## src/hw/cpu_consts.svh

```systemverilog
// Sizes of the core and its two memories
// CPU_MEM_DEPTH must stay equal to 2**CPU_MEM_ADDR_W, and the same holds for the registers
`ifndef CPU_CONSTS_SVH
`define CPU_CONSTS_SVH

// Width of every data word, instruction word and register
`define CPU_WORD_W 32

// Instruction memory and data memory have the same depth
`define CPU_MEM_DEPTH 256
`define CPU_MEM_ADDR_W 8

// General purpose register file
`define CPU_REG_COUNT 32
`define CPU_REG_ADDR_W 5

`endif

```

## src/hw/cpu_pkg.sv

```systemverilog
// Types shared by the core modules and the testbench
// Opcode enum values are the 6-bit opcodes of the load/store instruction set
`include "cpu_consts.svh"

package cpu_pkg;

    typedef logic [`CPU_WORD_W-1:0] word_t;
    typedef logic [`CPU_MEM_ADDR_W-1:0] mem_addr_t;
    typedef logic [`CPU_REG_ADDR_W-1:0] reg_addr_t;
    typedef logic [15:0] imm_t;

    // Kept opcodes first, then the dropped ones that decode to a no-op
    typedef enum logic [5:0] {
        OP_RTYPE   = 6'd0,
        OP_ADDI    = 6'd1,
        OP_AND     = 6'd3,
        OP_OR      = 6'd4,
        OP_ANDI    = 6'd5,
        OP_ORI     = 6'd6,
        OP_SHIFT   = 6'd7,
        OP_LW      = 6'd8,
        OP_SW      = 6'd9,
        OP_BEQ     = 6'd10,
        OP_BNE     = 6'd11,
        OP_J       = 6'd16,
        OP_SLT     = 6'd19,
        OP_SLTI    = 6'd20,
        OP_ADDIU   = 6'd2,
        OP_BGT     = 6'd12,
        OP_JR      = 6'd17,
        OP_JAL     = 6'd18,
        OP_SYSCALL = 6'd21
    } opcode_t;

    typedef enum logic [2:0] {
        ALU_REG, ALU_IMM, LOAD_WORD, STORE_WORD, BRANCH_EQ, BRANCH_NE, JUMP, NOP
    } op_class_t;

    typedef enum logic [2:0] {
        ALU_ADD, ALU_SUB, ALU_AND, ALU_OR, ALU_SLL, ALU_SRL, ALU_SLT
    } alu_op_t;

    typedef enum logic [2:0] {
        LOAD, FETCH, DECODE, EXECUTE, MEM_WAIT, HALT
    } ctrl_state_t;

endpackage

```

## src/hw/instr_decoder.sv

```systemverilog
// Purely combinational field split and operation classification
// Unknown opcodes and function codes come out as NOP
`timescale 1ns/1ps

module instr_decoder (
    input  cpu_pkg::word_t     ir,
    output cpu_pkg::op_class_t op_class,
    output cpu_pkg::alu_op_t   alu_op,
    output cpu_pkg::reg_addr_t rs,
    output cpu_pkg::reg_addr_t rt,
    output cpu_pkg::reg_addr_t rd,
    output logic [4:0]         shamt,
    output cpu_pkg::imm_t      imm,
    output cpu_pkg::mem_addr_t jump_target
);
    import cpu_pkg::*;

    opcode_t    opcode;
    logic [5:0] funct;

    // Fields sit at fixed positions for every format
    assign opcode      = opcode_t'(ir[31:26]);
    assign rs          = ir[25:21];
    assign rt          = ir[20:16];
    assign rd          = ir[15:11];
    assign shamt       = ir[10:6];
    assign funct       = ir[5:0];
    assign imm         = ir[15:0];
    // Only the low bits of the 26-bit target reach the 8-bit PC
    assign jump_target = ir[7:0];

    always_comb begin
        op_class = NOP;
        alu_op   = ALU_ADD;
        case (opcode)
            // Opcode 0 carries add and sub in the function field
            OP_RTYPE: begin
                if (funct == 6'd0) begin
                    op_class = ALU_REG;
                end else if (funct == 6'd1) begin
                    op_class = ALU_REG;
                    alu_op   = ALU_SUB;
                end
            end
            OP_AND: begin
                op_class = (funct == 6'd0) ? ALU_REG : NOP;
                alu_op   = ALU_AND;
            end
            OP_OR: begin
                op_class = (funct == 6'd0) ? ALU_REG : NOP;
                alu_op   = ALU_OR;
            end
            OP_SLT: begin
                op_class = (funct == 6'd0) ? ALU_REG : NOP;
                alu_op   = ALU_SLT;
            end
            // Shifts use the shamt field and write rd like other register forms
            OP_SHIFT: begin
                op_class = (funct <= 6'd1) ? ALU_REG : NOP;
                alu_op   = (funct == 6'd1) ? ALU_SRL : ALU_SLL;
            end
            OP_ADDI: op_class = ALU_IMM;
            OP_ANDI: begin
                op_class = ALU_IMM;
                alu_op   = ALU_AND;
            end
            OP_ORI: begin
                op_class = ALU_IMM;
                alu_op   = ALU_OR;
            end
            OP_SLTI: begin
                op_class = ALU_IMM;
                alu_op   = ALU_SLT;
            end
            OP_LW:  op_class = LOAD_WORD;
            OP_SW:  op_class = STORE_WORD;
            OP_BEQ: op_class = BRANCH_EQ;
            OP_BNE: op_class = BRANCH_NE;
            OP_J:   op_class = JUMP;
            // Dropped instructions only advance the PC
            OP_ADDIU, OP_BGT, OP_JR, OP_JAL, OP_SYSCALL: op_class = NOP;
            default: op_class = NOP;
        endcase
    end

endmodule

```

## config.mk

```make
export PLATFORM = sky130hd
export DESIGN_NAME = instr_decoder
export DESIGN_NICKNAME = d
export VERILOG_FILES = /design/src/hw/cpu_pkg.sv /design/src/hw/instr_decoder.sv
export VERILOG_INCLUDE_DIRS = /design/src /design/src/hw
export SDC_FILE = /design/constraint.sdc
export NUM_CORES = 1
export LEC_CHECK = 0
export BUFFER_PORTS_ARGS = -buffer_cell sky130_fd_sc_hd__buf_4
export CAP_MARGIN = 20
export CORE_MARGIN = 1.5
export CORE_UTILIZATION = 25
export DETAILED_ROUTE_END_ITERATION = 10
export MAX_ROUTING_LAYER = met4
export PLACE_DENSITY = 0.73
export SYNTH_ARGS = -nofsm -noshare
export SYNTH_HDL_FRONTEND = slang
export SYNTH_SLANG_ARGS = --single-unit
```

## constraint.sdc

```tcl
create_clock -name vclk -period 2.5
set_input_delay 0.5 -clock vclk [all_inputs]
set_output_delay 0.5 -clock vclk [all_outputs]
set_load 0.01 [all_outputs]
```

==> summary.md <==
| Metric | Value |
|---|---|
| Status | finished with violations |
| Failing checks | negative setup slack |
| Worst Tran Pin Value | approximately 350 ps |
| Vias in the first global route | 363 |
| Seq/Total Area, Yosys | 0% |
| Power Dens Cells | approximately 170 nW/um^2 |
| Die Wd | roughly 54 microns |
| Die height | ~54 microns |
| Starting density of the core | a little over a quarter |
| Max stage delay on crit path | roughly 540 ps |
| Post-Syn Instances | 90 |
| IO Count | about 80 |
| Post-synthesis compound-gate area fraction | between 10% and 20% |
| Synth cell count leaders | buf_4 (44), a21oi_1 (5), nor2_1 (5) |
| DRC viols | 0 |
| Grt ovf | 0 |
| Maximum capacitance violations | 0 |
| TNS Setup | -8.09 ps |
| Critical Path Most Common Cell | buf_6 |
| First-pass DRT Iterations | 4 |
| Startpoint Class | input port |
| Synth Area in Simple Gates | between 10% and 20% |
| Share of cells above drive strength 1 | 50.0% |
| Routed Antenna Nets | 0 |
| Syn-to-layout area delta | -10.6% |
| Global Route met2 Usage | a little over a tenth |
| Largest family of logic cells by synthesized area | buffers and inverters |
| Worst path arrival time | around 2000 ps |
| Dpl ws | -35.9 ps |
| Initial antenna violation count | 0 |
| GRT Total Usage | approximately 7.3% |
| Top cells by area, synth | buf_4 (51%), clkbuf_8 (6.3%), a21oi_1 (3.8%) |
| First-pass GRT wire length | approximately 1700 microns |
| Post-Synth Adder-Cell Area | 0% |
| Syn Nets | about 120 |
| Fill cell count | 278 |
| Count leader, synth | buf_4 |
| Cell Area, Synth | between 600 and 700 sq um |
| Met3 Use GR | roughly 1.7% |
| Site Rows | 18 |
| Worst min path class | in2out |
| Core Region | 2480 sq um |
| CTS Hold Buffers Added | 0 |
| Worst-case vdd ir drop | just under 0.06 mV |
| Vias per cell | roughly 4.6 |
| Fin crit share | 100% |
| DP HPWL | approximately 950 microns |
| Slew Viols, Final | 0 |
| GRT met1 Usage | approximately 9.8% |
| Port Buf Inserts | 30 |
| Final setup violation count | 1 |
| F_max | 399 MHz |
| Unrepaired setup endpoints after global routing | true |
| Slack of the critical path | -8.09 ps |
| Final Power | 0.0977 mW |
| CLK BUF | 0 |
| Nets | 108 |
| Synth Warn # | 0 |
| Initial drt markers | 6 |
| Post-synth cell types | 29 |
| Die area | approximately 2900 sq um |
| Crit-path max FO | 3 |
| Worst Setup End Kind | output pin |
| Number of post-CTS setup repair buffers | 0 |
| Critical-path cell list | buf_6, or4_4, o32ai_2, o22ai_2, or3_1, buf_6 |
| Minimum clock period | between 2000 and 3000 ps |
| Post-synthesis mux area share | 0% |
| Largest net degree at the start of global routing | 17 |
| Relative max-transition margin | 76.6% |
| Sequential cell count | 0 |
| Post-synth top area cell | buf_4 |
| Critical-path top delay cell | or4_4 |
| Drt total wl | approximately 1200 microns |
| Drt wl/cell | around 12 microns |
| Post-synth top area share | just over 50% |
| Pleak | approximately 0.25 nW |
| Xor/xnor cell area share of the yosys netlist | between 2 and 3% |
| Final hold viol count | 0 |
| DR vias | between 400 and 500 |
| Worst EP required | 2000 ps |
| ANT cells | 0 |
| Routability congestion estimate | roughly 0.73 |
| Busiest grt layer | met2 |
| CP Class | in2out |
| Syn avg cell area | a little over 7 sq um |
| Seq. cell area | 0 sq um |
## kinds of logic after synthesis
kind of cell	Yosys count
AND/OR/NAND/NOR	20
XOR/XNOR	2
buffers and inverters	50
AO/OA/AOI/OAI	18
## where the power goes
group          internal, mW  switching, mW
Sequential                0              0
Clock                     0              0
Combinational        0.0530         0.0447
## placed cells by master, fill, tap and decap left out, types with 2 or more instances in the layout
master,instances
nor3_1,2
buf_4,28
a21oi_1,5
o21ai_0,2
or3_1,4
o32a_1,2
buf_6,5
nor2_1,5
and3_1,2
## critical path, delay by kind of cell
kind	cells	cell delay, ps
AOI/OAI and AO/OA	2	370
buffers and inverters	2	220
and+or+nand+nor	2	910
## final timing paths
path              startpoint          end  slack [ps]  depth (start not counted)
setup / recovery       ir[5]  op_class[0]          -8                          6
hold / removal        ir[20]        rt[4]        1000                          0
## timing repair
action	CTS	global route
resized for setup	5	1
pin swaps	1	3
endpoints found under the setup margin	3	3
## metrics by stage
stage	cells	util (%)	hold slack, ps	cell area [sq um]
5_1_grt	104	23.5	1000	582
2_1_floorplan	90	-	1090	651
4_1_cts	104	23.3	1000	578
6_report	104	23.5	1000	582
3_3_place_gp	104	22.5	1000	557
3_5_place_dp	104	22.5	1000	557
## layer usage
| metal | routed length [microns] | vias to the layer above |
|---|---|---|
| met3 | 130 | 6 |
| met1 | 457 | 214 |
| met4 | 25 | 0 |
| li1 | - | 237 |
| met5 | 0 | - |
| met2 | 609 | 22 |
## cell type report
class	count	area, sq um	share of cell area [%]
multi-input combinational	40	274	47.1
timing repair buffer	33	267	45.8
inverter	1	3.75	0.645
tap	30	37.5	6.45
Note: power is estimated with default switching activity, not from simulation.
