`src/hw/cpu_consts.svh`:
```
// Sizes of the core and its two memories
// CPU_MEM_DEPTH must stay equal to 2**CPU_MEM_ADDR_W, and the same holds for the registers
`ifndef CPU_CONSTS_SVH
`define CPU_CONSTS_SVH

// Width of every data word, instruction word and register
`define CPU_WORD_W 32

// Instruction memory and data memory have the same depth
`define CPU_MEM_DEPTH 256
`define CPU_MEM_ADDR_W 8

// General purpose register file
`define CPU_REG_COUNT 32
`define CPU_REG_ADDR_W 5

`endif

```
`src/hw/cpu_pkg.sv`:
```
// Types shared by the core modules and the testbench
// Opcode enum values are the 6-bit opcodes of the load/store instruction set
`include "cpu_consts.svh"

package cpu_pkg;

    typedef logic [`CPU_WORD_W-1:0] word_t;
    typedef logic [`CPU_MEM_ADDR_W-1:0] mem_addr_t;
    typedef logic [`CPU_REG_ADDR_W-1:0] reg_addr_t;
    typedef logic [15:0] imm_t;

    // Kept opcodes first, then the dropped ones that decode to a no-op
    typedef enum logic [5:0] {
        OP_RTYPE   = 6'd0,
        OP_ADDI    = 6'd1,
        OP_AND     = 6'd3,
        OP_OR      = 6'd4,
        OP_ANDI    = 6'd5,
        OP_ORI     = 6'd6,
        OP_SHIFT   = 6'd7,
        OP_LW      = 6'd8,
        OP_SW      = 6'd9,
        OP_BEQ     = 6'd10,
        OP_BNE     = 6'd11,
        OP_J       = 6'd16,
        OP_SLT     = 6'd19,
        OP_SLTI    = 6'd20,
        OP_ADDIU   = 6'd2,
        OP_BGT     = 6'd12,
        OP_JR      = 6'd17,
        OP_JAL     = 6'd18,
        OP_SYSCALL = 6'd21
    } opcode_t;

    typedef enum logic [2:0] {
        ALU_REG, ALU_IMM, LOAD_WORD, STORE_WORD, BRANCH_EQ, BRANCH_NE, JUMP, NOP
    } op_class_t;

    typedef enum logic [2:0] {
        ALU_ADD, ALU_SUB, ALU_AND, ALU_OR, ALU_SLL, ALU_SRL, ALU_SLT
    } alu_op_t;

    typedef enum logic [2:0] {
        LOAD, FETCH, DECODE, EXECUTE, MEM_WAIT, HALT
    } ctrl_state_t;

endpackage

```
`src/hw/register_file.sv`:
```
// Two combinational read ports, one write port and an inspection read
// Register 0 ignores writes and always reads zero
`timescale 1ns/1ps
`include "cpu_consts.svh"

module register_file (
    input  logic               clk,
    input  logic               rst_n,
    input  cpu_pkg::reg_addr_t rs_addr,
    input  cpu_pkg::reg_addr_t rt_addr,
    input  logic               wr_en,
    input  cpu_pkg::reg_addr_t wr_addr,
    input  cpu_pkg::word_t     wr_data,
    input  cpu_pkg::reg_addr_t insp_addr,
    output cpu_pkg::word_t     rs_data,
    output cpu_pkg::word_t     rt_data,
    output cpu_pkg::word_t     insp_data
);
    import cpu_pkg::*;

    word_t regs [`CPU_REG_COUNT];

    // Every register clears on reset, the write lands on the clock edge
    always_ff @(posedge clk) begin
        if (!rst_n) begin
            for (int i = 0; i < `CPU_REG_COUNT; i++) begin
                regs[i] <= '0;
            end
        end else if (wr_en && (wr_addr != '0)) begin
            regs[wr_addr] <= wr_data;
        end
    end

    assign rs_data   = regs[rs_addr];
    assign rt_data   = regs[rt_addr];
    assign insp_data = regs[insp_addr];

    // Holds across all runs, including writes the controller aims at register 0
    reg_zero_a: assert property (@(posedge clk) disable iff (!rst_n) regs[0] == '0);

endmodule

```
`config.mk`:
```
export PLATFORM = sky130hd
export DESIGN_NAME = register_file
export DESIGN_NICKNAME = d
export VERILOG_FILES = /design/src/hw/cpu_pkg.sv /design/src/hw/register_file.sv
export VERILOG_INCLUDE_DIRS = /design/src /design/src/hw
export SDC_FILE = /design/constraint.sdc
export NUM_CORES = 2
export LEC_CHECK = 0
export BUFFER_PORTS_ARGS = -buffer_cell sky130_fd_sc_hd__buf_2
export CORE_ASPECT_RATIO = 0.9
export CORE_MARGIN = 8
export CORE_UTILIZATION = 58
export DETAILED_ROUTE_END_ITERATION = 10
export GPL_ROUTABILITY_DRIVEN = 0
export MAX_ROUTING_LAYER = met4
export PLACE_DENSITY = 0.82
export SYNTH_ARGS = -nofsm -noshare
export SYNTH_HDL_FRONTEND = slang
export SYNTH_SLANG_ARGS = --single-unit
```
`constraint.sdc`:
```
create_clock -name clk -period 3.8 [get_ports clk]
set_clock_uncertainty 0.1 [all_clocks]
set_input_delay 0.19 -clock clk [delete_from_list [all_inputs] [get_ports clk]]
set_output_delay 0.19 -clock clk [all_outputs]
set_load 0.1 [all_outputs]
```
==> results.md <==
- The total standard cell area after synthesis is 64500 um2.
- The total number of vias is 52900.
- After routing, the total negative slack on setup checks comes to 0 ns.
- The area growth from synthesis to layout is 10.7%.
- Power spread over the standard cell area amounts to 421 nW/um2.
- TritonCTS built the clock tree.
- The met3 wire length is 35900 um.
- The critical path data required time is 3.51 ns.
- The first global-routing pass estimated 340000 um of wire.
- Setup repair after global routing left no endpoint under its margin.
- The cell with the biggest individual delay on the critical path is nor2b_4.
- The Yosys step of the flow raised 0 warnings.
- The worst setup path is launched from an input pin.
- Global routing finished with a remaining overflow of 0.
- The area of the die is 122000 um2.
- The worst setup path is captured at an output pin.
- The first detailed-routing pass ran for 9 iterations.
- The die width is 368 um.
- Data arrives at the worst endpoint at 3.06 ns.
- A synthesized cell averages 11.2 um2.
- In this run the core area contains 116 standard-cell rows.
- The H-tree was split into 3 levels.
- In this design, the stage delay of the slowest critical-path cell is 0.89 ns.
- In the final layout, the share of cells above drive strength 1 is 10.8%.
- The total length of routed wires is 239000 um.
- The overall routing resource usage is 38.1%.
- The net load switching power is 9.17 mW.
- The largest fanout on the critical path is 17.
- The path with the worst hold slack has its endpoint at regs[4][0]$_SDFFCE_PN0P_.
- The setup path with the least slack is of type input pin to output pin.
- The finished cells cover 71400 um2.
- The number of setup buffers added after CTS is 0.
- Across the run, the number of max-cap violations was 0.
- The longest clock path from root to sink contains 3 buffers.
- The highest signal layer in the routed design is met4.
- The post-synthesis cell count is 5767.
- The placed instance area is 67800 um2.
- Counting flops and latches in the post-synthesis netlist gives 1024.
- The tightest slew margin relative to the limit is 16.6%.
- The share of synthesized area occupied by flip-flops and latches is 47.7%.
- The number of placed I/O pins is 151.
- The final count of negative-setup-slack endpoints is 0.
- The worst setup slack after placement is 0.696 ns.
- The wire length on met1 is 83100 um.
- Along the worst hold path, the cell count comes to 2.
- Traced cell by cell, the critical path runs through buf_2, nor2b_4, buf_4, a22oi_1, a31oi_1, nand3_1, buf_2.
- The top register by number of flip-flops is regs.
- The achievable clock frequency is 299 MHz.
- Dividing the detail-routed wire length by the instance count gives 32.6 um.
- TritonCTS created 105 clock buffers.
- The largest net degree at the start of global routing is 87.
- Of the available clock period, the critical path in the final layout requires 88.1%.
- Across all setup checks in the final design, the least slack found is 0.451 ns.
- The number of vias per cell is 7.24.
- The combinational share of power is 19.3%.
- After clock tree synthesis, the clock-pin slew on the worst setup and hold paths is 0.06 ns.
- The number of flip-flops in the largest register is 1024.
- In this run the static leakage power is 28.9 nW.
- The number of design-rule violations left by the first detailed-router iteration is 10200.
- The via count of the first global-routing pass is 51300.
- Counting every sink on the clock net gives 1024.
- The cell type with the highest aggregate area in the netlist is edfxtp_1.
- The cell type with the highest occurrence count on the critical path is buf_2.
- The flow ran to the end, and the final reports show no timing, DRC or antenna violations.
- Yosys attributes the largest share of cell area to edfxtp_1 48%, mux2i_1 24%, and2_1 9.7%.
- The worst hold path begins at wr_data[0].
- The net count of the finished layout is 5779.
- The count of nets left with antenna violations after detail routing is 0.
- From bottom edge to top edge, the die measures 332 um.
- The switching share of power is 30.5%.
- The core region is 111000 um2.
- The post-route core utilization is 64.5%.
- The clock tree root driver cell is clkbuf_16.
- In the final layout, the registers with the most flip-flops are regs (1024).
- The synthesized netlist contains 32 unique library cells.
- The internal power of the cells totals 20.9 mW.
- The hold violation count in the final report was 0.
- The half-perimeter wire length of the detailed placement result is 144000 um.
- The number of antenna violations at the first check in global routing is 16.
- The sequential power share is 45.3%.
- The final count of pins violating max slew is 0.
- Once the floorplan was initialized, standard cells occupied 58.2% of the core.
- The routed design uses 103000 um of met2 wire.
- The clock network fraction of design power is 35.4%.
- For this run, design rule violations remaining after detail routing come to 0.
- Across the VDD grid, the largest voltage drop is 0.471 mV.
- The top cell type by area accounts for 47.7% of the synthesized area.
- During placement, the flow inserted port buffers numbering 150.
- The minimum clock period after layout is 3.35 ns.
- The actual transition at the worst max-transition pin is 1.25 ns.
- The type of the worst min-delay path is input pin to flip-flop.
worst max-delay path by stage:
stage                              start                   endpoint  slack, ns  cells past startpoint
2_1_floorplan                      rst_n  regs[24][0]$_SDFFCE_PN0P_       0.16                      4
3_3_place_gp                  rt_addr[0]                rt_data[12]       0.66                      7
3_5_place_dp                  rt_addr[0]                rt_data[12]       0.70                      7
4_1_cts        regs[3][12]$_SDFFCE_PN0P_                rt_data[12]       0.68                      6
5_1_grt                       rt_addr[0]                rt_data[12]       0.55                      7
6_report                      rt_addr[0]                rt_data[12]       0.45                      7
stage by stage:
stage | std cells | hold slack, ns | power, mW
after floorplan | 5798 | 0.288 | 17.6
after global placement | 7085 | 0.687 | 19.2
after detailed placement | 7085 | 0.699 | 19.4
after CTS | 7283 | 0.0000394 | 29.8
after global routing | 7300 | 0.0285 | 30.6
final | 7312 | 0.0318 | 30.0
cell usage in the layout, fill, tap and decap left out, types with 23 or more instances in the layout:
cell          n
a21oi_1     288
a22o_1      192
a22oi_1     288
a31oi_1      96
and2_1      992
buf_12       72
buf_2       132
buf_4       181
clkbuf_16   109
clkinv_2     23
conb_1       32
diode_2      29
edfxtp_1   1024
mux2i_1    1536
nand2_1     290
nand3_1     289
nor2_4       25
nor3_1       96
o21ai_4      31
per-layer routing:
metal,up-vias,track usage [%]
met3,1235,10.8
met4,0,23.0
li1,21400,-
met1,25200,47.5
met5,-,-
met2,5126,55.0
critical path: cells and delay by family:
family,cells,cell delay [ns]
AO/OA/AOI/OAI,2,0.69
buffers and inverters,3,0.84
AND/OR/NAND/NOR,2,1.31
power by group through the flow:
stage / Clock, mW / Sequential, mW / Combinational [mW]
detailed placement: 0 / 13.8 / 5.59
finish: 10.6 / 13.6 / 5.80
CTS: 10.6 / 13.6 / 5.63
floorplan: 0 / 13.7 / 3.88
global route: 11.0 / 13.6 / 5.92
global placement: 0 / 13.7 / 5.51
synthesized netlist by cell type:
master,number
mux2i_1,1536
edfxtp_1,1024
and2_1,995
clkbuf_1,307
nand2_1,293
nand3_1,289
a21oi_1,288
a22oi_1,288
a22o_1,192
buf_2,107
buf_4,100
a31oi_1,96
nor3_1,96
buf_1,41
o21ai_0,31
nor2_1,24
clkbuf_2,18
nor2_2,7
nand2b_1,6
nor2b_1,6
nor2_4,5
buf_6,3
nand3b_1,3
or2_2,3
or3b_1,2
conb_1,1
inv_1,1
nand2_2,1
nand4_1,1
nand4b_1,1
or3_1,1
or3_4,1
timing repair:
item	4_1_cts	5_1_grt
gates resized for setup	0	0
hold buffers	7	0
endpoints found under the hold margin	155	0
cell type report:
| cell class | count | area [um2] |
|---|---|---|
| fill | 8058 | 39300 |
| multi-input combinational | 4197 | 31700 |
| sequential | 1024 | 30700 |
| timing repair buffer | 395 | 3580 |
| clock buffer | 126 | 2790 |
| tap | 1475 | 1850 |
| clock inverter | 65 | 647 |
| antenna | 29 | 72.6 |
| inverter | 1 | 3.75 |
cells by family (layout without fill, tap and decap cells):
logic type	count (synthesis)	after routing	synth area share [%]
and+or+nand+nor	1734	1734	14.9
muxes	1536	1536	23.8
DFF	1024	1024	47.7
AOI/OAI and AO/OA	895	895	9.37
buffers and inverters	577	587	4.22
other	1	61	0.00581
(Power assumes the default switching activity.)
