$ cat src/hw/cpu_consts.svh
// Sizes of the core and its two memories
// CPU_MEM_DEPTH must stay equal to 2**CPU_MEM_ADDR_W, and the same holds for the registers
`ifndef CPU_CONSTS_SVH
`define CPU_CONSTS_SVH

// Width of every data word, instruction word and register
`define CPU_WORD_W 32

// Instruction memory and data memory have the same depth
`define CPU_MEM_DEPTH 256
`define CPU_MEM_ADDR_W 8

// General purpose register file
`define CPU_REG_COUNT 32
`define CPU_REG_ADDR_W 5

`endif

$ cat src/hw/cpu_pkg.sv
// Types shared by the core modules and the testbench
// Opcode enum values are the 6-bit opcodes of the load/store instruction set
`include "cpu_consts.svh"

package cpu_pkg;

    typedef logic [`CPU_WORD_W-1:0] word_t;
    typedef logic [`CPU_MEM_ADDR_W-1:0] mem_addr_t;
    typedef logic [`CPU_REG_ADDR_W-1:0] reg_addr_t;
    typedef logic [15:0] imm_t;

    // Kept opcodes first, then the dropped ones that decode to a no-op
    typedef enum logic [5:0] {
        OP_RTYPE   = 6'd0,
        OP_ADDI    = 6'd1,
        OP_AND     = 6'd3,
        OP_OR      = 6'd4,
        OP_ANDI    = 6'd5,
        OP_ORI     = 6'd6,
        OP_SHIFT   = 6'd7,
        OP_LW      = 6'd8,
        OP_SW      = 6'd9,
        OP_BEQ     = 6'd10,
        OP_BNE     = 6'd11,
        OP_J       = 6'd16,
        OP_SLT     = 6'd19,
        OP_SLTI    = 6'd20,
        OP_ADDIU   = 6'd2,
        OP_BGT     = 6'd12,
        OP_JR      = 6'd17,
        OP_JAL     = 6'd18,
        OP_SYSCALL = 6'd21
    } opcode_t;

    typedef enum logic [2:0] {
        ALU_REG, ALU_IMM, LOAD_WORD, STORE_WORD, BRANCH_EQ, BRANCH_NE, JUMP, NOP
    } op_class_t;

    typedef enum logic [2:0] {
        ALU_ADD, ALU_SUB, ALU_AND, ALU_OR, ALU_SLL, ALU_SRL, ALU_SLT
    } alu_op_t;

    typedef enum logic [2:0] {
        LOAD, FETCH, DECODE, EXECUTE, MEM_WAIT, HALT
    } ctrl_state_t;

endpackage

$ cat src/hw/mem_if.sv
// One memory's write port and synchronous read port
// rdata follows raddr by one clock
`timescale 1ns/1ps

interface mem_if;
    import cpu_pkg::*;

    logic      we;
    mem_addr_t waddr;
    word_t     wdata;
    mem_addr_t raddr;
    word_t     rdata;

    // The controller owns the addresses and the write data
    modport ctrl (output we, output waddr, output wdata, output raddr, input rdata);

    // The memory returns the registered read data
    modport mem (input we, input waddr, input wdata, input raddr, output rdata);

endinterface

$ cat src/hw/cpu_control.sv
// Loader and multi-cycle run FSM, sharing both memory write ports
// More than 255 instructions wraps the instruction count and is not checked
`timescale 1ns/1ps

module cpu_control (
    input  logic               clk,
    input  logic               rst_n,
    input  logic               load_valid,
    input  cpu_pkg::word_t     load_data,
    input  logic               load_to_data,
    input  logic               start,
    input  cpu_pkg::op_class_t op_class,
    input  cpu_pkg::reg_addr_t rs,
    input  cpu_pkg::reg_addr_t rt,
    input  cpu_pkg::reg_addr_t rd,
    input  cpu_pkg::word_t     result,
    input  cpu_pkg::mem_addr_t mem_addr,
    input  cpu_pkg::mem_addr_t next_pc,
    output logic               load_ready,
    output logic               done,
    mem_if.ctrl                imem,
    mem_if.ctrl                dmem,
    output cpu_pkg::word_t     ir,
    output cpu_pkg::mem_addr_t pc,
    output cpu_pkg::reg_addr_t rs_addr,
    output cpu_pkg::reg_addr_t rt_addr,
    output logic               wr_en,
    output cpu_pkg::reg_addr_t wr_addr,
    output cpu_pkg::word_t     wr_data
);
    import cpu_pkg::*;

    ctrl_state_t state;
    mem_addr_t   instr_count;
    mem_addr_t   data_count;
    logic        load_fire;
    logic        store_fire;

    // No back-pressure while loading, and none accepted after start
    assign load_ready = (state == LOAD);
    assign load_fire  = load_valid && load_ready;
    assign store_fire = (state == EXECUTE) && (op_class == STORE_WORD);

    // Instruction memory is written only by the loader and read at the PC
    assign imem.we    = load_fire && !load_to_data;
    assign imem.waddr = instr_count;
    assign imem.wdata = load_data;
    assign imem.raddr = pc;

    // Data memory write port is shared between loader and sw
    assign dmem.we    = (load_fire && load_to_data) || store_fire;
    assign dmem.waddr = store_fire ? mem_addr : data_count;
    assign dmem.wdata = store_fire ? result : load_data;
    // The lw address is presented in EXECUTE, the word arrives in MEM_WAIT
    assign dmem.raddr = mem_addr;

    assign rs_addr = rs;
    assign rt_addr = rt;

    // Register form writes rd, immediate form and lw write rt
    always_comb begin
        wr_en   = 1'b0;
        wr_addr = rt;
        wr_data = result;
        if (state == EXECUTE) begin
            wr_en   = (op_class == ALU_REG) || (op_class == ALU_IMM);
            wr_addr = (op_class == ALU_REG) ? rd : rt;
        end else if (state == MEM_WAIT) begin
            wr_en   = 1'b1;
            wr_data = dmem.rdata;
        end
    end

    always_ff @(posedge clk) begin
        if (!rst_n) begin
            state       <= LOAD;
            pc          <= '0;
            instr_count <= '0;
            data_count  <= '0;
            done        <= 1'b0;
        end else begin
            case (state)
                LOAD: begin
                    // Both memories fill from address 0 upward
                    if (load_fire) begin
                        if (load_to_data) begin
                            data_count <= data_count + 1'b1;
                        end else begin
                            instr_count <= instr_count + 1'b1;
                        end
                    end
                    // A word accepted together with start is still stored
                    if (start) begin
                        state <= FETCH;
                    end
                end
                FETCH: begin
                    if (pc >= instr_count) begin
                        state <= HALT;
                        done  <= 1'b1;
                    end else begin
                        state <= DECODE;
                    end
                end
                DECODE: state <= EXECUTE;
                EXECUTE: begin
                    pc    <= next_pc;
                    state <= (op_class == LOAD_WORD) ? MEM_WAIT : FETCH;
                end
                MEM_WAIT: state <= FETCH;
                default: state <= HALT;
            endcase
        end
    end

    // The fetched word is on the memory output during DECODE
    always_ff @(posedge clk) begin
        if (state == DECODE) begin
            ir <= imem.rdata;
        end
    end

    // Once the program ends the core stays halted until the next reset
    done_sticky_a: assert property (
        @(posedge clk) disable iff (!rst_n) $fell(done) |-> !$past(rst_n)
    );

endmodule

$ cat src/flat_wrapper.sv
// flat-port wrapper written by rule: the top's interface ports become plain ports
module cpu_control_flat import cpu_pkg::*;
  (clk, rst_n, load_valid, load_data, load_to_data, start, op_class, rs, rt, rd, result, mem_addr, next_pc, load_ready, done, ir, pc, rs_addr, rt_addr, wr_en, wr_addr, wr_data, imem_we, imem_waddr, imem_wdata, imem_raddr, imem_rdata, dmem_we, dmem_waddr, dmem_wdata, dmem_raddr, dmem_rdata);
  mem_if imem_i ();
  mem_if dmem_i ();
  input  logic clk;
  input  logic rst_n;
  input  logic load_valid;
  input  cpu_pkg::word_t load_data;
  input  logic load_to_data;
  input  logic start;
  input  cpu_pkg::op_class_t op_class;
  input  cpu_pkg::reg_addr_t rs;
  input  cpu_pkg::reg_addr_t rt;
  input  cpu_pkg::reg_addr_t rd;
  input  cpu_pkg::word_t result;
  input  cpu_pkg::mem_addr_t mem_addr;
  input  cpu_pkg::mem_addr_t next_pc;
  output logic load_ready;
  output logic done;
  output cpu_pkg::word_t ir;
  output cpu_pkg::mem_addr_t pc;
  output cpu_pkg::reg_addr_t rs_addr;
  output cpu_pkg::reg_addr_t rt_addr;
  output logic wr_en;
  output cpu_pkg::reg_addr_t wr_addr;
  output cpu_pkg::word_t wr_data;
  output wire logic [$bits(imem_i.we)-1:0] imem_we;
  output wire logic [$bits(imem_i.waddr)-1:0] imem_waddr;
  output wire logic [$bits(imem_i.wdata)-1:0] imem_wdata;
  output wire logic [$bits(imem_i.raddr)-1:0] imem_raddr;
  input wire logic [$bits(imem_i.rdata)-1:0] imem_rdata;
  output wire logic [$bits(dmem_i.we)-1:0] dmem_we;
  output wire logic [$bits(dmem_i.waddr)-1:0] dmem_waddr;
  output wire logic [$bits(dmem_i.wdata)-1:0] dmem_wdata;
  output wire logic [$bits(dmem_i.raddr)-1:0] dmem_raddr;
  input wire logic [$bits(dmem_i.rdata)-1:0] dmem_rdata;
  assign imem_we = imem_i.we;
  assign imem_waddr = imem_i.waddr;
  assign imem_wdata = imem_i.wdata;
  assign imem_raddr = imem_i.raddr;
  assign imem_i.rdata = imem_rdata;
  assign dmem_we = dmem_i.we;
  assign dmem_waddr = dmem_i.waddr;
  assign dmem_wdata = dmem_i.wdata;
  assign dmem_raddr = dmem_i.raddr;
  assign dmem_i.rdata = dmem_rdata;
  cpu_control u_core (.clk(clk), .rst_n(rst_n), .load_valid(load_valid), .load_data(load_data), .load_to_data(load_to_data), .start(start), .op_class(op_class), .rs(rs), .rt(rt), .rd(rd), .result(result), .mem_addr(mem_addr), .next_pc(next_pc), .load_ready(load_ready), .done(done), .imem(imem_i), .dmem(dmem_i), .ir(ir), .pc(pc), .rs_addr(rs_addr), .rt_addr(rt_addr), .wr_en(wr_en), .wr_addr(wr_addr), .wr_data(wr_data));
endmodule
$ cat config.mk
export PLATFORM = sky130hd
export DESIGN_NAME = cpu_control_flat
export DESIGN_NICKNAME = d
export VERILOG_FILES = /design/src/hw/cpu_pkg.sv /design/src/hw/mem_if.sv /design/src/hw/cpu_control.sv /design/src/flat_wrapper.sv
export VERILOG_INCLUDE_DIRS = /design/src /design/src/hw
export SDC_FILE = /design/constraint.sdc
export NUM_CORES = 1
export LEC_CHECK = 0
export BUFFER_PORTS_ARGS = -buffer_cell sky130_fd_sc_hd__buf_2
export CAP_MARGIN = 20
export CORE_AREA = 2 2 139 141
export CTS_CLUSTER_DIAMETER = 200
export DETAILED_ROUTE_END_ITERATION = 10
export DIE_AREA = 0 0 141 143
export MAX_ROUTING_LAYER = met4
export PLACE_DENSITY = 0.59
export RECOVER_POWER = 100
export SLEW_MARGIN = 20
export SYNTH_ARGS = -nofsm -noshare
export SYNTH_HDL_FRONTEND = slang
export SYNTH_SLANG_ARGS = --single-unit
$ cat constraint.sdc
create_clock -name clk -period 2.6 [get_ports clk]
set_input_delay 0.52 -clock clk [delete_from_list [all_inputs] [get_ports clk]]
set_output_delay 0.52 -clock clk [all_outputs]
set_load 0.05 [all_outputs]
==> metrics.cfg <==
[pwr]
total_power_mw=3.193
combPwrFrac=0.289
pwr-share-seq=0.319
switchingPower_mw=1.073
netSwitchingFraction=0.3360
powerDensity_nw_per_um2=547.0
pwr-share-clk=0.392
power.internal_mw=2.120
leakagePower_nw=2.764
ir_drop_v=0.0002529

[status]
outcome=finished clean

[placed_design]
port_buffers=344
placed_cells=861
gp_congestion=0.8710
place_area_um2=5396
dp_hpwl_um=12230

[logic_synthesis]
yosys-top-cells-count=68 x mux2_2, 59 x buf_4, 32 x edfxtp_1, 28 x dfxtp_1, 18 x nand2_1
yosysWarnings=0
synthMuxAreaShare=0.2322
ys.flop_type=edfxtp_1
synth_compound_area_frac=0.04612
yosys.area_share.xor_xnor=0.02787
synth_cell_types=43
synth_simple_gate_area_frac=0.1052
synth_area_per_cell_um2=10.93
yosysMostFrequentCell=mux2_2
async_flop_share=0
netlist_area_um2=3771
synth.largest_area_cell=edfxtp_1
synthesis.nets=522
synth_area_leaders=edfxtp_1 25%, mux2_2 20%, dfxtp_1 15%
synth_top_area_frac=0.2548
yosysSeqAreaShare=0.4035
yosys_register_bits=60
synthCells=345
synth_edf_count=32
synthAdderAreaFrac=0.03318
synth_top_family_by_area=multiplexers

[timing]
setup_tns_ns=0
min_period_over_period=0.9618
hold_violations=0
fmax_mhz=399.9
tightest_slew_ns=0.4520
timing.hold.ws_ns=0.3699
min_period_ns=2.501
slew-limit-headroom=0.6939
finalSetupViolations=0
slew_violations=0
finClkSkew_ns=0.01018

[routing]
drt_iter0_markers=148
dr.pass1.iters=4
ant_nets=0
drc=0
wl_per_cell_um=16.57
vias=3679
drt_wl_total_um=14680
via_per_inst=4.152

[clock_tree]
htree_num_levels=3
cts_buffer_depth=2
cts_tree=done
clock-root-buffer=clkbuf_16
clk_pin_slew_ns=0.06
cts_made_buffers=9
worstSkewPairLatency_ns=0.32
cts_sinks=60

[run]
cap_violations=0

[cells_and_area]
stdcell_area_um2=5837
stdcell_count=886
fillers=1951
area_delta_synth_final_pct=54.78
drive_gt1_frac=0.7017
nets=819

[floorplan]
ioPinCount=355
coreArea_um2=18580
die_x_um=141
fp.dieH_um=143
dieArea_um2=20160
start_util=0.2030
rows=50

[grt]
grtUsageTotal=0.1371
grt_pass1_wl_um=20490
grt_max_degree=43
antenna_found_initial=5
overflow=0
grt_pass1_vias=3503

[worst_setup_path]
cp-end-kind=output port
worst-setup-path-type=reg -> out
path_cells=nor2b_4, nand2_2, buf_8, nor4_4, buf_4, mux2_2, buf_6
cp_top_family=simple AND/OR/NAND/NOR gates
start_kind=flop
cp_num_buf_inv=3
cp_slowest_stage_delay_ns=0.34
worstPathMaxFanout=5
worst_path_max_delay_cell=mux2_2
crit_required_ns=2.08
worstPathArrival_ns=1.98

[hold_path]
hold_class=in -> reg

## routing by layer
| layer | part of all wire | routed length (µm) | vias to the layer above | global-route usage |
|---|---|---|---|---|
| met5 | 0 | 0 | - | - |
| li1 | - | - | 1776 | - |
| met2 | 0.50 | 7281 | 197 | 0.2303 |
| met1 | 0.40 | 5923 | 1693 | 0.1603 |
| met4 | 0.014 | 204 | 0 | 0.03737 |
| met3 | 0.087 | 1271 | 13 | 0.04091 |
## layout by cell type (no fill, tap or decap), types with 2 or more instances in the layout
cell type / synthesis / final
nand2_1: 18 / 17
dfxtp_1: 28 / 27
or3_1: 2 / 2
mux2_1: 8 / 7
nor2b_1: 5 / 4
xor2_1: 4 / 4
inv_1: 13 / 13
buf_12: 0 / 3
nand3_1: 11 / 11
diode_2: 0 / 5
a21oi_1: 14 / 14
mux2_2: 68 / 69
ha_1: 10 / 10
clkinv_2: 0 / 3
o21ai_0: 4 / 4
buf_2: 8 / 337
nor2_1: 16 / 15
buf_4: 59 / 12
xnor2_1: 8 / 8
nand4_1: 5 / 5
edfxtp_1: 32 / 32
mux2i_1: 2 / 2
nor3_1: 2 / 2
clkbuf_16: 0 / 10
buf_6: 2 / 5
bufinv_16: 0 / 2
## worst paths after layout
kind | startpoint | endpoint | slack (ns) | depth (start not counted)
setup / recovery | u_core.state[0] | wr_addr[2] | 0.1 | 7
hold / removal | imem_rdata[13] | u_core.ir[13] | 0.37 | 1
setup reg to reg | u_core.imem.waddr[1] | u_core.state[2] | 0.51 | 7
hold reg to reg | u_core.done | u_core.done | 0.44 | 1
## area by class of cell
cell class | instances | area (µm²) | share of cell area
tap | 234 | 292.8 | 0.05016
sequential | 60 | 1523 | 0.2609
inverter | 13 | 48.80 | 0.008360
timing repair buffer | 360 | 1937 | 0.3318
clock inverter | 7 | 91.34 | 0.01565
clock buffer | 9 | 225.2 | 0.03859
multi-input combinational | 198 | 1707 | 0.2924
antenna | 5 | 12.51 | 0.002144
## worst register-to-register path, cell delays in order, from the launching register on
cell      delay (ns)
dfxtp_1         0.39
inv_1           0.07
ha_1            0.28
nor2b_1         0.13
o211a_1         0.20
o311ai_1        0.44
nand2_1         0.18
a41o_1          0.28
## timing repair
action / in CTS / in global routing
pin swaps: 0 / 2
cloned: 0 / 1
setup buffers: 0 / 3
gates resized for setup: 4 / 19
hold buffers: 0 / 0
setup endpoints to repair: 1 / 35
## cells by family after synthesis
group           after synthesis
compound gates               28
xor+xnor                     12
fa+ha+maj                    10
buf+inv                      87
flops                        60
mux                          78
simple gates                 70
## power by group through the flow
stage	combinational [mW]	clock [mW]	sequential, mW
2_1_floorplan	0.663	0	1.05
3_3_place_gp	0.918	0	1.04
3_5_place_dp	0.918	0	1.04
4_1_cts	0.924	1.30	1.02
5_1_grt	0.963	1.35	1.02
6_report	0.924	1.25	1.02
## stage by stage
| step | setup WS, ns | util |
|---|---|---|
| floorplan | 0.007377 | - |
| global placement | 0.3018 | 0.2904 |
| detailed placement | 0.2570 | 0.2904 |
| CTS | 0.04151 | 0.3078 |
| global route | -0.001954 | 0.3141 |
| finish | 0.09942 | 0.3141 |
## registers in the layout, indices dropped and copies added (netlist names)
register,flops
u_core.imem.raddr,8
u_core.state,3
u_core.imem.waddr,8
u_core.data_count,8
u_core.ir,32
u_core.done,1
Note: power is estimated with default switching activity, not from simulation.
