File: config.mk
export PLATFORM = sky130hd
export DESIGN_NAME = exec_unit
export DESIGN_NICKNAME = d
export VERILOG_FILES = /design/src/hw/cpu_pkg.sv /design/src/hw/exec_unit.sv
export VERILOG_INCLUDE_DIRS = /design/src /design/src/hw
export SDC_FILE = /design/constraint.sdc
export NUM_CORES = 1
export LEC_CHECK = 0
export BUFFER_PORTS_ARGS = -buffer_cell sky130_fd_sc_hd__clkbuf_2
export CORE_AREA = 2 2 159 161
export DETAILED_ROUTE_END_ITERATION = 12
export DIE_AREA = 0 0 161 163
export PLACE_DENSITY = 0.62
export SYNTH_ARGS = -nofsm -noshare
export SYNTH_HDL_FRONTEND = slang
export SYNTH_SLANG_ARGS = --single-unit
File: constraint.sdc
create_clock -name vclk -period 6.9
set_input_delay 1.38 -clock vclk [all_inputs]
set_output_delay 1.38 -clock vclk [all_outputs]
set_load 0.02 [all_outputs]
File: src/hw/cpu_consts.svh
// Sizes of the core and its two memories
// CPU_MEM_DEPTH must stay equal to 2**CPU_MEM_ADDR_W, and the same holds for the registers
`ifndef CPU_CONSTS_SVH
`define CPU_CONSTS_SVH

// Width of every data word, instruction word and register
`define CPU_WORD_W 32

// Instruction memory and data memory have the same depth
`define CPU_MEM_DEPTH 256
`define CPU_MEM_ADDR_W 8

// General purpose register file
`define CPU_REG_COUNT 32
`define CPU_REG_ADDR_W 5

`endif

File: src/hw/cpu_pkg.sv
// Types shared by the core modules and the testbench
// Opcode enum values are the 6-bit opcodes of the load/store instruction set
`include "cpu_consts.svh"

package cpu_pkg;

    typedef logic [`CPU_WORD_W-1:0] word_t;
    typedef logic [`CPU_MEM_ADDR_W-1:0] mem_addr_t;
    typedef logic [`CPU_REG_ADDR_W-1:0] reg_addr_t;
    typedef logic [15:0] imm_t;

    // Kept opcodes first, then the dropped ones that decode to a no-op
    typedef enum logic [5:0] {
        OP_RTYPE   = 6'd0,
        OP_ADDI    = 6'd1,
        OP_AND     = 6'd3,
        OP_OR      = 6'd4,
        OP_ANDI    = 6'd5,
        OP_ORI     = 6'd6,
        OP_SHIFT   = 6'd7,
        OP_LW      = 6'd8,
        OP_SW      = 6'd9,
        OP_BEQ     = 6'd10,
        OP_BNE     = 6'd11,
        OP_J       = 6'd16,
        OP_SLT     = 6'd19,
        OP_SLTI    = 6'd20,
        OP_ADDIU   = 6'd2,
        OP_BGT     = 6'd12,
        OP_JR      = 6'd17,
        OP_JAL     = 6'd18,
        OP_SYSCALL = 6'd21
    } opcode_t;

    typedef enum logic [2:0] {
        ALU_REG, ALU_IMM, LOAD_WORD, STORE_WORD, BRANCH_EQ, BRANCH_NE, JUMP, NOP
    } op_class_t;

    typedef enum logic [2:0] {
        ALU_ADD, ALU_SUB, ALU_AND, ALU_OR, ALU_SLL, ALU_SRL, ALU_SLT
    } alu_op_t;

    typedef enum logic [2:0] {
        LOAD, FETCH, DECODE, EXECUTE, MEM_WAIT, HALT
    } ctrl_state_t;

endpackage

File: src/hw/exec_unit.sv
// ALU, branch compare and address adder for the instruction in the IR
// PC and data addresses wrap modulo the memory depth
`timescale 1ns/1ps
`include "cpu_consts.svh"

module exec_unit (
    input  cpu_pkg::op_class_t op_class,
    input  cpu_pkg::alu_op_t   alu_op,
    input  cpu_pkg::word_t     rs_val,
    input  cpu_pkg::word_t     rt_val,
    input  cpu_pkg::imm_t      imm,
    input  logic [4:0]         shamt,
    input  cpu_pkg::mem_addr_t pc,
    input  cpu_pkg::mem_addr_t jump_target,
    output cpu_pkg::word_t     result,
    output cpu_pkg::mem_addr_t mem_addr,
    output cpu_pkg::mem_addr_t next_pc
);
    import cpu_pkg::*;

    word_t imm_ext;
    word_t op_b;
    word_t alu_out;
    logic  taken;

    // Every immediate is sign extended, the logical ones as well
    assign imm_ext = {{(`CPU_WORD_W - 16){imm[15]}}, imm};
    assign op_b    = (op_class == ALU_IMM) ? imm_ext : rt_val;

    always_comb begin
        case (alu_op)
            ALU_SUB: alu_out = rs_val - op_b;
            ALU_AND: alu_out = rs_val & op_b;
            ALU_OR:  alu_out = rs_val | op_b;
            // Shifts move rs by the shamt field and ignore the second operand
            ALU_SLL: alu_out = rs_val << shamt;
            ALU_SRL: alu_out = rs_val >> shamt;
            ALU_SLT: alu_out = ($signed(rs_val) < $signed(op_b)) ? word_t'(1) : '0;
            default: alu_out = rs_val + op_b;
        endcase
    end

    // For sw the result carries the store data to the controller
    assign result   = (op_class == STORE_WORD) ? rt_val : alu_out;
    assign mem_addr = rs_val[`CPU_MEM_ADDR_W-1:0] + imm_ext[`CPU_MEM_ADDR_W-1:0];

    assign taken = ((op_class == BRANCH_EQ) && (rs_val == rt_val)) ||
                   ((op_class == BRANCH_NE) && (rs_val != rt_val));

    // Branch offsets count from the instruction after the branch
    always_comb begin
        if (taken) begin
            next_pc = pc + 1'b1 + imm_ext[`CPU_MEM_ADDR_W-1:0];
        end else if (op_class == JUMP) begin
            next_pc = jump_target;
        end else begin
            next_pc = pc + 1'b1;
        end
    end

endmodule

==> results.cfg, run 1 <==
[synth]
synth_cell_type_count = 84
post_synth_instance_area_um2 = 10400
syn-instance-count = 1495
yosys_warnings = 0
synth.avg_cell_area_um2 = 6.98
synth.yosys.seq_area_share = 0
post_synth_net_total = 1718

[sta]
totalNegativeSetupSlack_ns = 0
grt_setup_unrepaired = no
layout_worst_path_cycle_share = 0.965
fin_hold_ws_ns = 3.14
post_layout_worst_setup_margin_ns = 0.241
number_of_failing_setup_endpoints_in_the_final_timing_report = 0
timing_hold_violations_final = 0
layout_min_cycle_time_ns = 6.66
worst_pin_slew_ns = 0.961
slew_headroom = 0.359
maxClockFrequency_mhz = 150
timing_max_transition_violations_final = 0

[routing]
final_antenna_net_count = 0
wl_per_cell_um = 25.9
detailedRoute.firstPassIterationCount = 5
drc = 0
via_count = 12700
totalWireLength_um = 49600
viasPerCell = 6.61
drtIter0Drc = 1749

[cells_and_area]
synthToLayoutAreaGrowth_pct = 10.3
mostFrequentLayoutCells = sky130_fd_sc_hd__a21oi_1, sky130_fd_sc_hd__clkbuf_2, sky130_fd_sc_hd__nor2_1
sequential_cell_count = 0
final_common_cell = sky130_fd_sc_hd__a21oi_1
clkbuf_count = 0
ff_latch_area_um2 = 0
n_antenna_cell = 0
layout-drive-gt1-share = 0.196
final.fill_count = 2647
post_layout_net_count = 1810
final_cell_area_um2 = 11500

[global_routing]
grt_remaining_overflow = 0
grt_start_max_net_pins = 57
first_global_vias = 11600
grtUsageTotal = 0.364
grt_pass1_wl_um = 73300
initial_antenna_violation_count = 0

[power]
cellPowerDensity_nw_per_um2 = 107
leakage_nw = 5.25
vdd_drop_max_v = 0.0000502

[setup_path]
critPathMaxStageDelay_ns = 0.56
timing.critical_path.slowest_stage_cell = sky130_fd_sc_hd__or3b_2
worst-path-buf-inv = 3
end_kind = output port
worstSetupStartpointType = primary input
timing.critical_path.fanout_max = 7
timing.setup.critical_path_class = primary input to output port
critical_path_required_ns = 5.52
kind_of_cell_adding_the_most_delay_to_the_critical_path = compound AO/OA/AOI/OAI gates
arrival_ns = 5.28
cp_cell_sequence = clkbuf_2, or3b_2, nand2_1, nand2_1, ha_1, fa_1, a21oi_1, o211ai_1, o22a_1, a41o_1, a311oi_1, buf_4, o21bai_1, xnor2_1, o221ai_1, a21oi_1, clkbuf_2

[die]
fp.dieW_um = 161
initial_utilization = 0.423
dieArea_um2 = 26200
num_io_pins = 155
dieHeight_um = 163
coreArea_um2 = 24700
std_cell_rows = 58

[min_path]
hp-class = primary input to output port

[place]
pre_cts_ws_ns = 0.240
placer_s_final_routability_congestion_estimate = 1.03
placement.io_buffers = 155
cell_area_reported_after_detailed_placement_um2 = 11500
detailed_place_hpwl_um = 39800

[outcome]
run_status = finished, final reports clean

[run]
maxCapViolations = 0

[clock_tree]
cts_hold_buf = 0
==> worst min-delay path, cell delays in order <==
cell                       delay, ns
sky130_fd_sc_hd__clkbuf_2       0.10
sky130_fd_sc_hd__nand2_1        0.06
sky130_fd_sc_hd__o31ai_1        0.06
sky130_fd_sc_hd__clkbuf_2       0.15
==> power by group <==
part           internal (mW)  switching [mW]
combinational          0.452           0.779
sequential                 0               0
clock                      0               0
==> worst paths after layout <==
| path | cells after the start | slack, ns | endpoint | start |
|---|---|---|---|---|
| max | 17 | 0.24 | result[28] | op_class[1] |
| min | 4 | 3.14 | result[8] | rt_val[8] |
==> metrics by stage <==
step | total power, mW | std cells | util
CTS | 1.20 | 1914 | 0.466
finish | 1.23 | 1915 | 0.467
detailed placement | 1.19 | 1914 | 0.466
global placement | 1.19 | 1914 | 0.466
global route | 1.31 | 1915 | 0.467
floorplan | 0.790 | 1495 | -
==> metal layers <==
layer / vias to the layer above / part of all wire / GRT usage
met5: - / 0 / 0
met4: 0 / 0.065 / 0.179
met3: 183 / 0.096 / 0.0471
met2: 868 / 0.44 / 0.597
met1: 5918 / 0.40 / 0.473
li1: 5682 / - / -
==> layout make-up <==
type,instances,area (um2),area share
Tap cell,330,413,0.0358
Multi-Input combinational cell,1250,9430,0.819
Inverter,122,458,0.0398
Timing Repair Buffer,213,1220,0.106
==> cells in the mapped netlist (7+ instances only) <==
cell type | n | area (um2)
sky130_fd_sc_hd__xor2_1 | 11 | 96.3
sky130_fd_sc_hd__nand2_1 | 140 | 526
sky130_fd_sc_hd__nor2b_1 | 9 | 56.3
sky130_fd_sc_hd__o31ai_1 | 9 | 67.6
sky130_fd_sc_hd__or3_1 | 9 | 56.3
sky130_fd_sc_hd__a211oi_1 | 13 | 97.6
sky130_fd_sc_hd__o21ai_1 | 7 | 35.0
sky130_fd_sc_hd__mux4_2 | 51 | 1150
sky130_fd_sc_hd__a221oi_1 | 21 | 184
sky130_fd_sc_hd__o21a_1 | 10 | 75.1
sky130_fd_sc_hd__nor3_1 | 24 | 120
sky130_fd_sc_hd__mux2_2 | 11 | 124
sky130_fd_sc_hd__clkbuf_1 | 82 | 308
sky130_fd_sc_hd__o211ai_1 | 16 | 120
sky130_fd_sc_hd__o21bai_1 | 15 | 113
sky130_fd_sc_hd__buf_2 | 23 | 115
sky130_fd_sc_hd__nor2_1 | 146 | 548
sky130_fd_sc_hd__or2_2 | 7 | 43.8
sky130_fd_sc_hd__nor4_1 | 9 | 56.3
sky130_fd_sc_hd__o221ai_1 | 8 | 70.1
sky130_fd_sc_hd__xnor2_1 | 66 | 578
sky130_fd_sc_hd__ha_1 | 112 | 1400
sky130_fd_sc_hd__and2_1 | 9 | 56.3
sky130_fd_sc_hd__nand2b_1 | 10 | 62.6
sky130_fd_sc_hd__a221o_1 | 15 | 150
sky130_fd_sc_hd__a31oi_1 | 16 | 100
sky130_fd_sc_hd__mux4_1 | 9 | 236
sky130_fd_sc_hd__a21oi_1 | 155 | 776
sky130_fd_sc_hd__inv_1 | 118 | 443
sky130_fd_sc_hd__a21o_1 | 34 | 255
sky130_fd_sc_hd__o21ai_0 | 106 | 531
sky130_fd_sc_hd__o22ai_1 | 14 | 87.6
sky130_fd_sc_hd__nand4_1 | 17 | 106
sky130_fd_sc_hd__mux2i_1 | 44 | 440
sky130_fd_sc_hd__nand3_1 | 29 | 145
==> cells by family (layout without fill, tap and decap cells) <==
family,count (synthesis),after routing,synth area share
AOI/OAI and AO/OA,512,512,0.323
adders and majority gates,116,116,0.142
and+or+nand+nor,430,430,0.186
muxes,115,115,0.187
xor gates and xnor gates,77,77,0.0646
buffers and inverters,245,335,0.0981
==> what timing repair did <==
| item | in CTS | in global routing |
|---|---|---|
| gates resized for setup | 0 | 1 |
| setup buffers | 0 | 1 |
| hold endpoints to repair | 0 | 0 |
| setup endpoints to repair | 0 | 3 |
No activity file was read; power rests on OpenSTA's default activity.
==> inputs of run 2 (changes only) <==
PLACE_DENSITY = default   (was 0.62)
PLACE_DENSITY_LB_ADDON = 0.05   (was default)
==> run 2 against run 1 <==
Final cell count increased by 0.68%. Largest cell class unchanged. Critical path depth is the same. First-iteration DRC count shrank 12%. Via count increased by 0.25%. Setup slack gained 0.059 ns. Count of clock-buffer cells in the layout stayed put. Highest routed layer unchanged. Cell area rose by 1.1%.
==> results.cfg, run 2 (synthesis gave the netlist of run 1 again) <==
[sta]
number_of_failing_setup_endpoints_in_the_final_timing_report = 0
layout_worst_path_cycle_share = 0.956
layout_min_cycle_time_ns = 6.60
post_layout_worst_setup_margin_ns = 0.300
timing_hold_violations_final = 0
fin_hold_ws_ns = 3.14
maxClockFrequency_mhz = 152
worst_pin_slew_ns = 1.15
totalNegativeSetupSlack_ns = 0
timing_max_transition_violations_final = 0
grt_setup_unrepaired = no
slew_headroom = 0.231

[setup_path]
arrival_ns = 5.22
timing.critical_path.fanout_max = 29
worstSetupStartpointType = primary input
critical_path_required_ns = 5.52
end_kind = output port
timing.setup.critical_path_class = primary input to output port

[power]
p_int_mw = 0.463
leakage_nw = 5.31
netSwitchingPower_mw = 0.785
p_clk_frac = 0
vdd_drop_max_v = 0.0000581
power.share.sequential = 0
cellPowerDensity_nw_per_um2 = 107
switching_share = 0.629
overall_power_consumption_mw = 1.25
power.share.combinational = 1.000

[cells_and_area]
layout-drive-gt1-share = 0.206
mostFrequentLayoutCells = sky130_fd_sc_hd__a21oi_1, sky130_fd_sc_hd__clkbuf_2, sky130_fd_sc_hd__nor2_1
synthToLayoutAreaGrowth_pct = 11.5
final.fill_count = 2651
clkbuf_count = 0
post_layout_net_count = 1822
ff_latch_area_um2 = 0
final_common_cell = sky130_fd_sc_hd__a21oi_1
multi_input_comb_area_um2 = 9460
sequential_cell_count = 0

[die]
fp.dieW_um = 161
dieHeight_um = 163
coreArea_um2 = 24700
num_io_pins = 155
dieArea_um2 = 26200
std_cell_rows = 58
initial_utilization = 0.423

[min_path]
hp-class = primary input to output port
worstHoldStart = rt_val[4]
holdPathStages = 3
worst_hold_endpoint = result[4]

[routing]
totalWireLength_um = 51800
drtIter0Drc = 1532
final_antenna_net_count = 0
detailedRoute.firstPassIterationCount = 6
viasPerCell = 6.58
via_count = 12700
wl_per_cell_um = 26.9
drc = 0

[global_routing]
met1_track_demand_over_resource = 0.493
grt_remaining_overflow = 0
grt_util_met3 = 0.0525
first_global_vias = 11900
initial_antenna_violation_count = 1
grtUsageMet2 = 0.620
grt_pass1_wl_um = 75400
gr-max-usage-layer = met2
grtUsageTotal = 0.380
grt_start_max_net_pins = 61

[place]
placer_s_final_routability_congestion_estimate = 1.03
placement.io_buffers = 155
detailed_place_hpwl_um = 41500
pre_cts_ws_ns = 0.0186

[clock_tree]
cts_hold_buf = 0

[run]
maxCapViolations = 0

[outcome]
run_status = finished, final reports clean
run 2: how the worst max path moves through the flow:
| stage | start | to | slack (ns) |
|---|---|---|---|
| after detailed placement | op_class[1] | result[28] | 0.02 |
| after floorplan | op_class[1] | result[19] | 0.54 |
| after global placement | op_class[1] | result[28] | 0.06 |
| final | op_class[0] | result[0] | 0.30 |
| after global routing | op_class[0] | result[30] | 0.08 |
| after CTS | op_class[1] | result[28] | 0.003 |
run 2: per-layer routing:
metal  up-vias  share of wire  wire length [um]
met5         -              0                 0
met1      5995           0.40             20600
met3       164          0.094              4880
li1       5709              -                 -
met4         0          0.062              3230
met2       815           0.44             23000
run 2: timing repair:
action | CTS | global route
setup endpoints to repair | 0 | 8
buffers inserted | 0 | 1
gates resized for setup | 0 | 8
run 2: cell type report:
type / instances / area share
Timing Repair Buffer: 225 / 0.112
Multi-Input combinational cell: 1250 / 0.813
Tap cell: 330 / 0.0355
Antenna cell: 1 / 0.000215
Inverter: 122 / 0.0393
run 2: metrics by stage:
step	cell area (um2)	util	instances
final	11600	0.472	1928
after global routing	11600	0.472	1927
after CTS	11600	0.470	1926
after detailed placement	11600	0.470	1926
after global placement	11600	0.470	1926
after floorplan	10400	-	1495
run 2: worst max-delay path: stages:
cell and delay (ns):
sky130_fd_sc_hd__clkbuf_2 0.12, sky130_fd_sc_hd__or3b_4 0.31, sky130_fd_sc_hd__buf_4 0.38, sky130_fd_sc_hd__nand2_1 0.09, sky130_fd_sc_hd__nand2_1 0.09, sky130_fd_sc_hd__inv_1 0.06
sky130_fd_sc_hd__ha_1 0.44, sky130_fd_sc_hd__a221oi_2 0.15, sky130_fd_sc_hd__o311a_1 0.33, sky130_fd_sc_hd__nor3_1 0.52, sky130_fd_sc_hd__o211ai_1 0.23, sky130_fd_sc_hd__a31oi_1 0.20
sky130_fd_sc_hd__buf_4 0.16, sky130_fd_sc_hd__o21ai_1 0.09, sky130_fd_sc_hd__nand2b_1 0.23, sky130_fd_sc_hd__a21oi_1 0.20, sky130_fd_sc_hd__clkbuf_2 0.19
run 2: power by group through the flow:
stage	Sequential, mW	Combinational (mW)	Clock (mW)
2_1_floorplan	0	0.790	0
3_3_place_gp	0	1.21	0
3_5_place_dp	0	1.21	0
6_report	0	1.25	0.0000000194
5_1_grt	0	1.33	0
4_1_cts	0	1.21	0
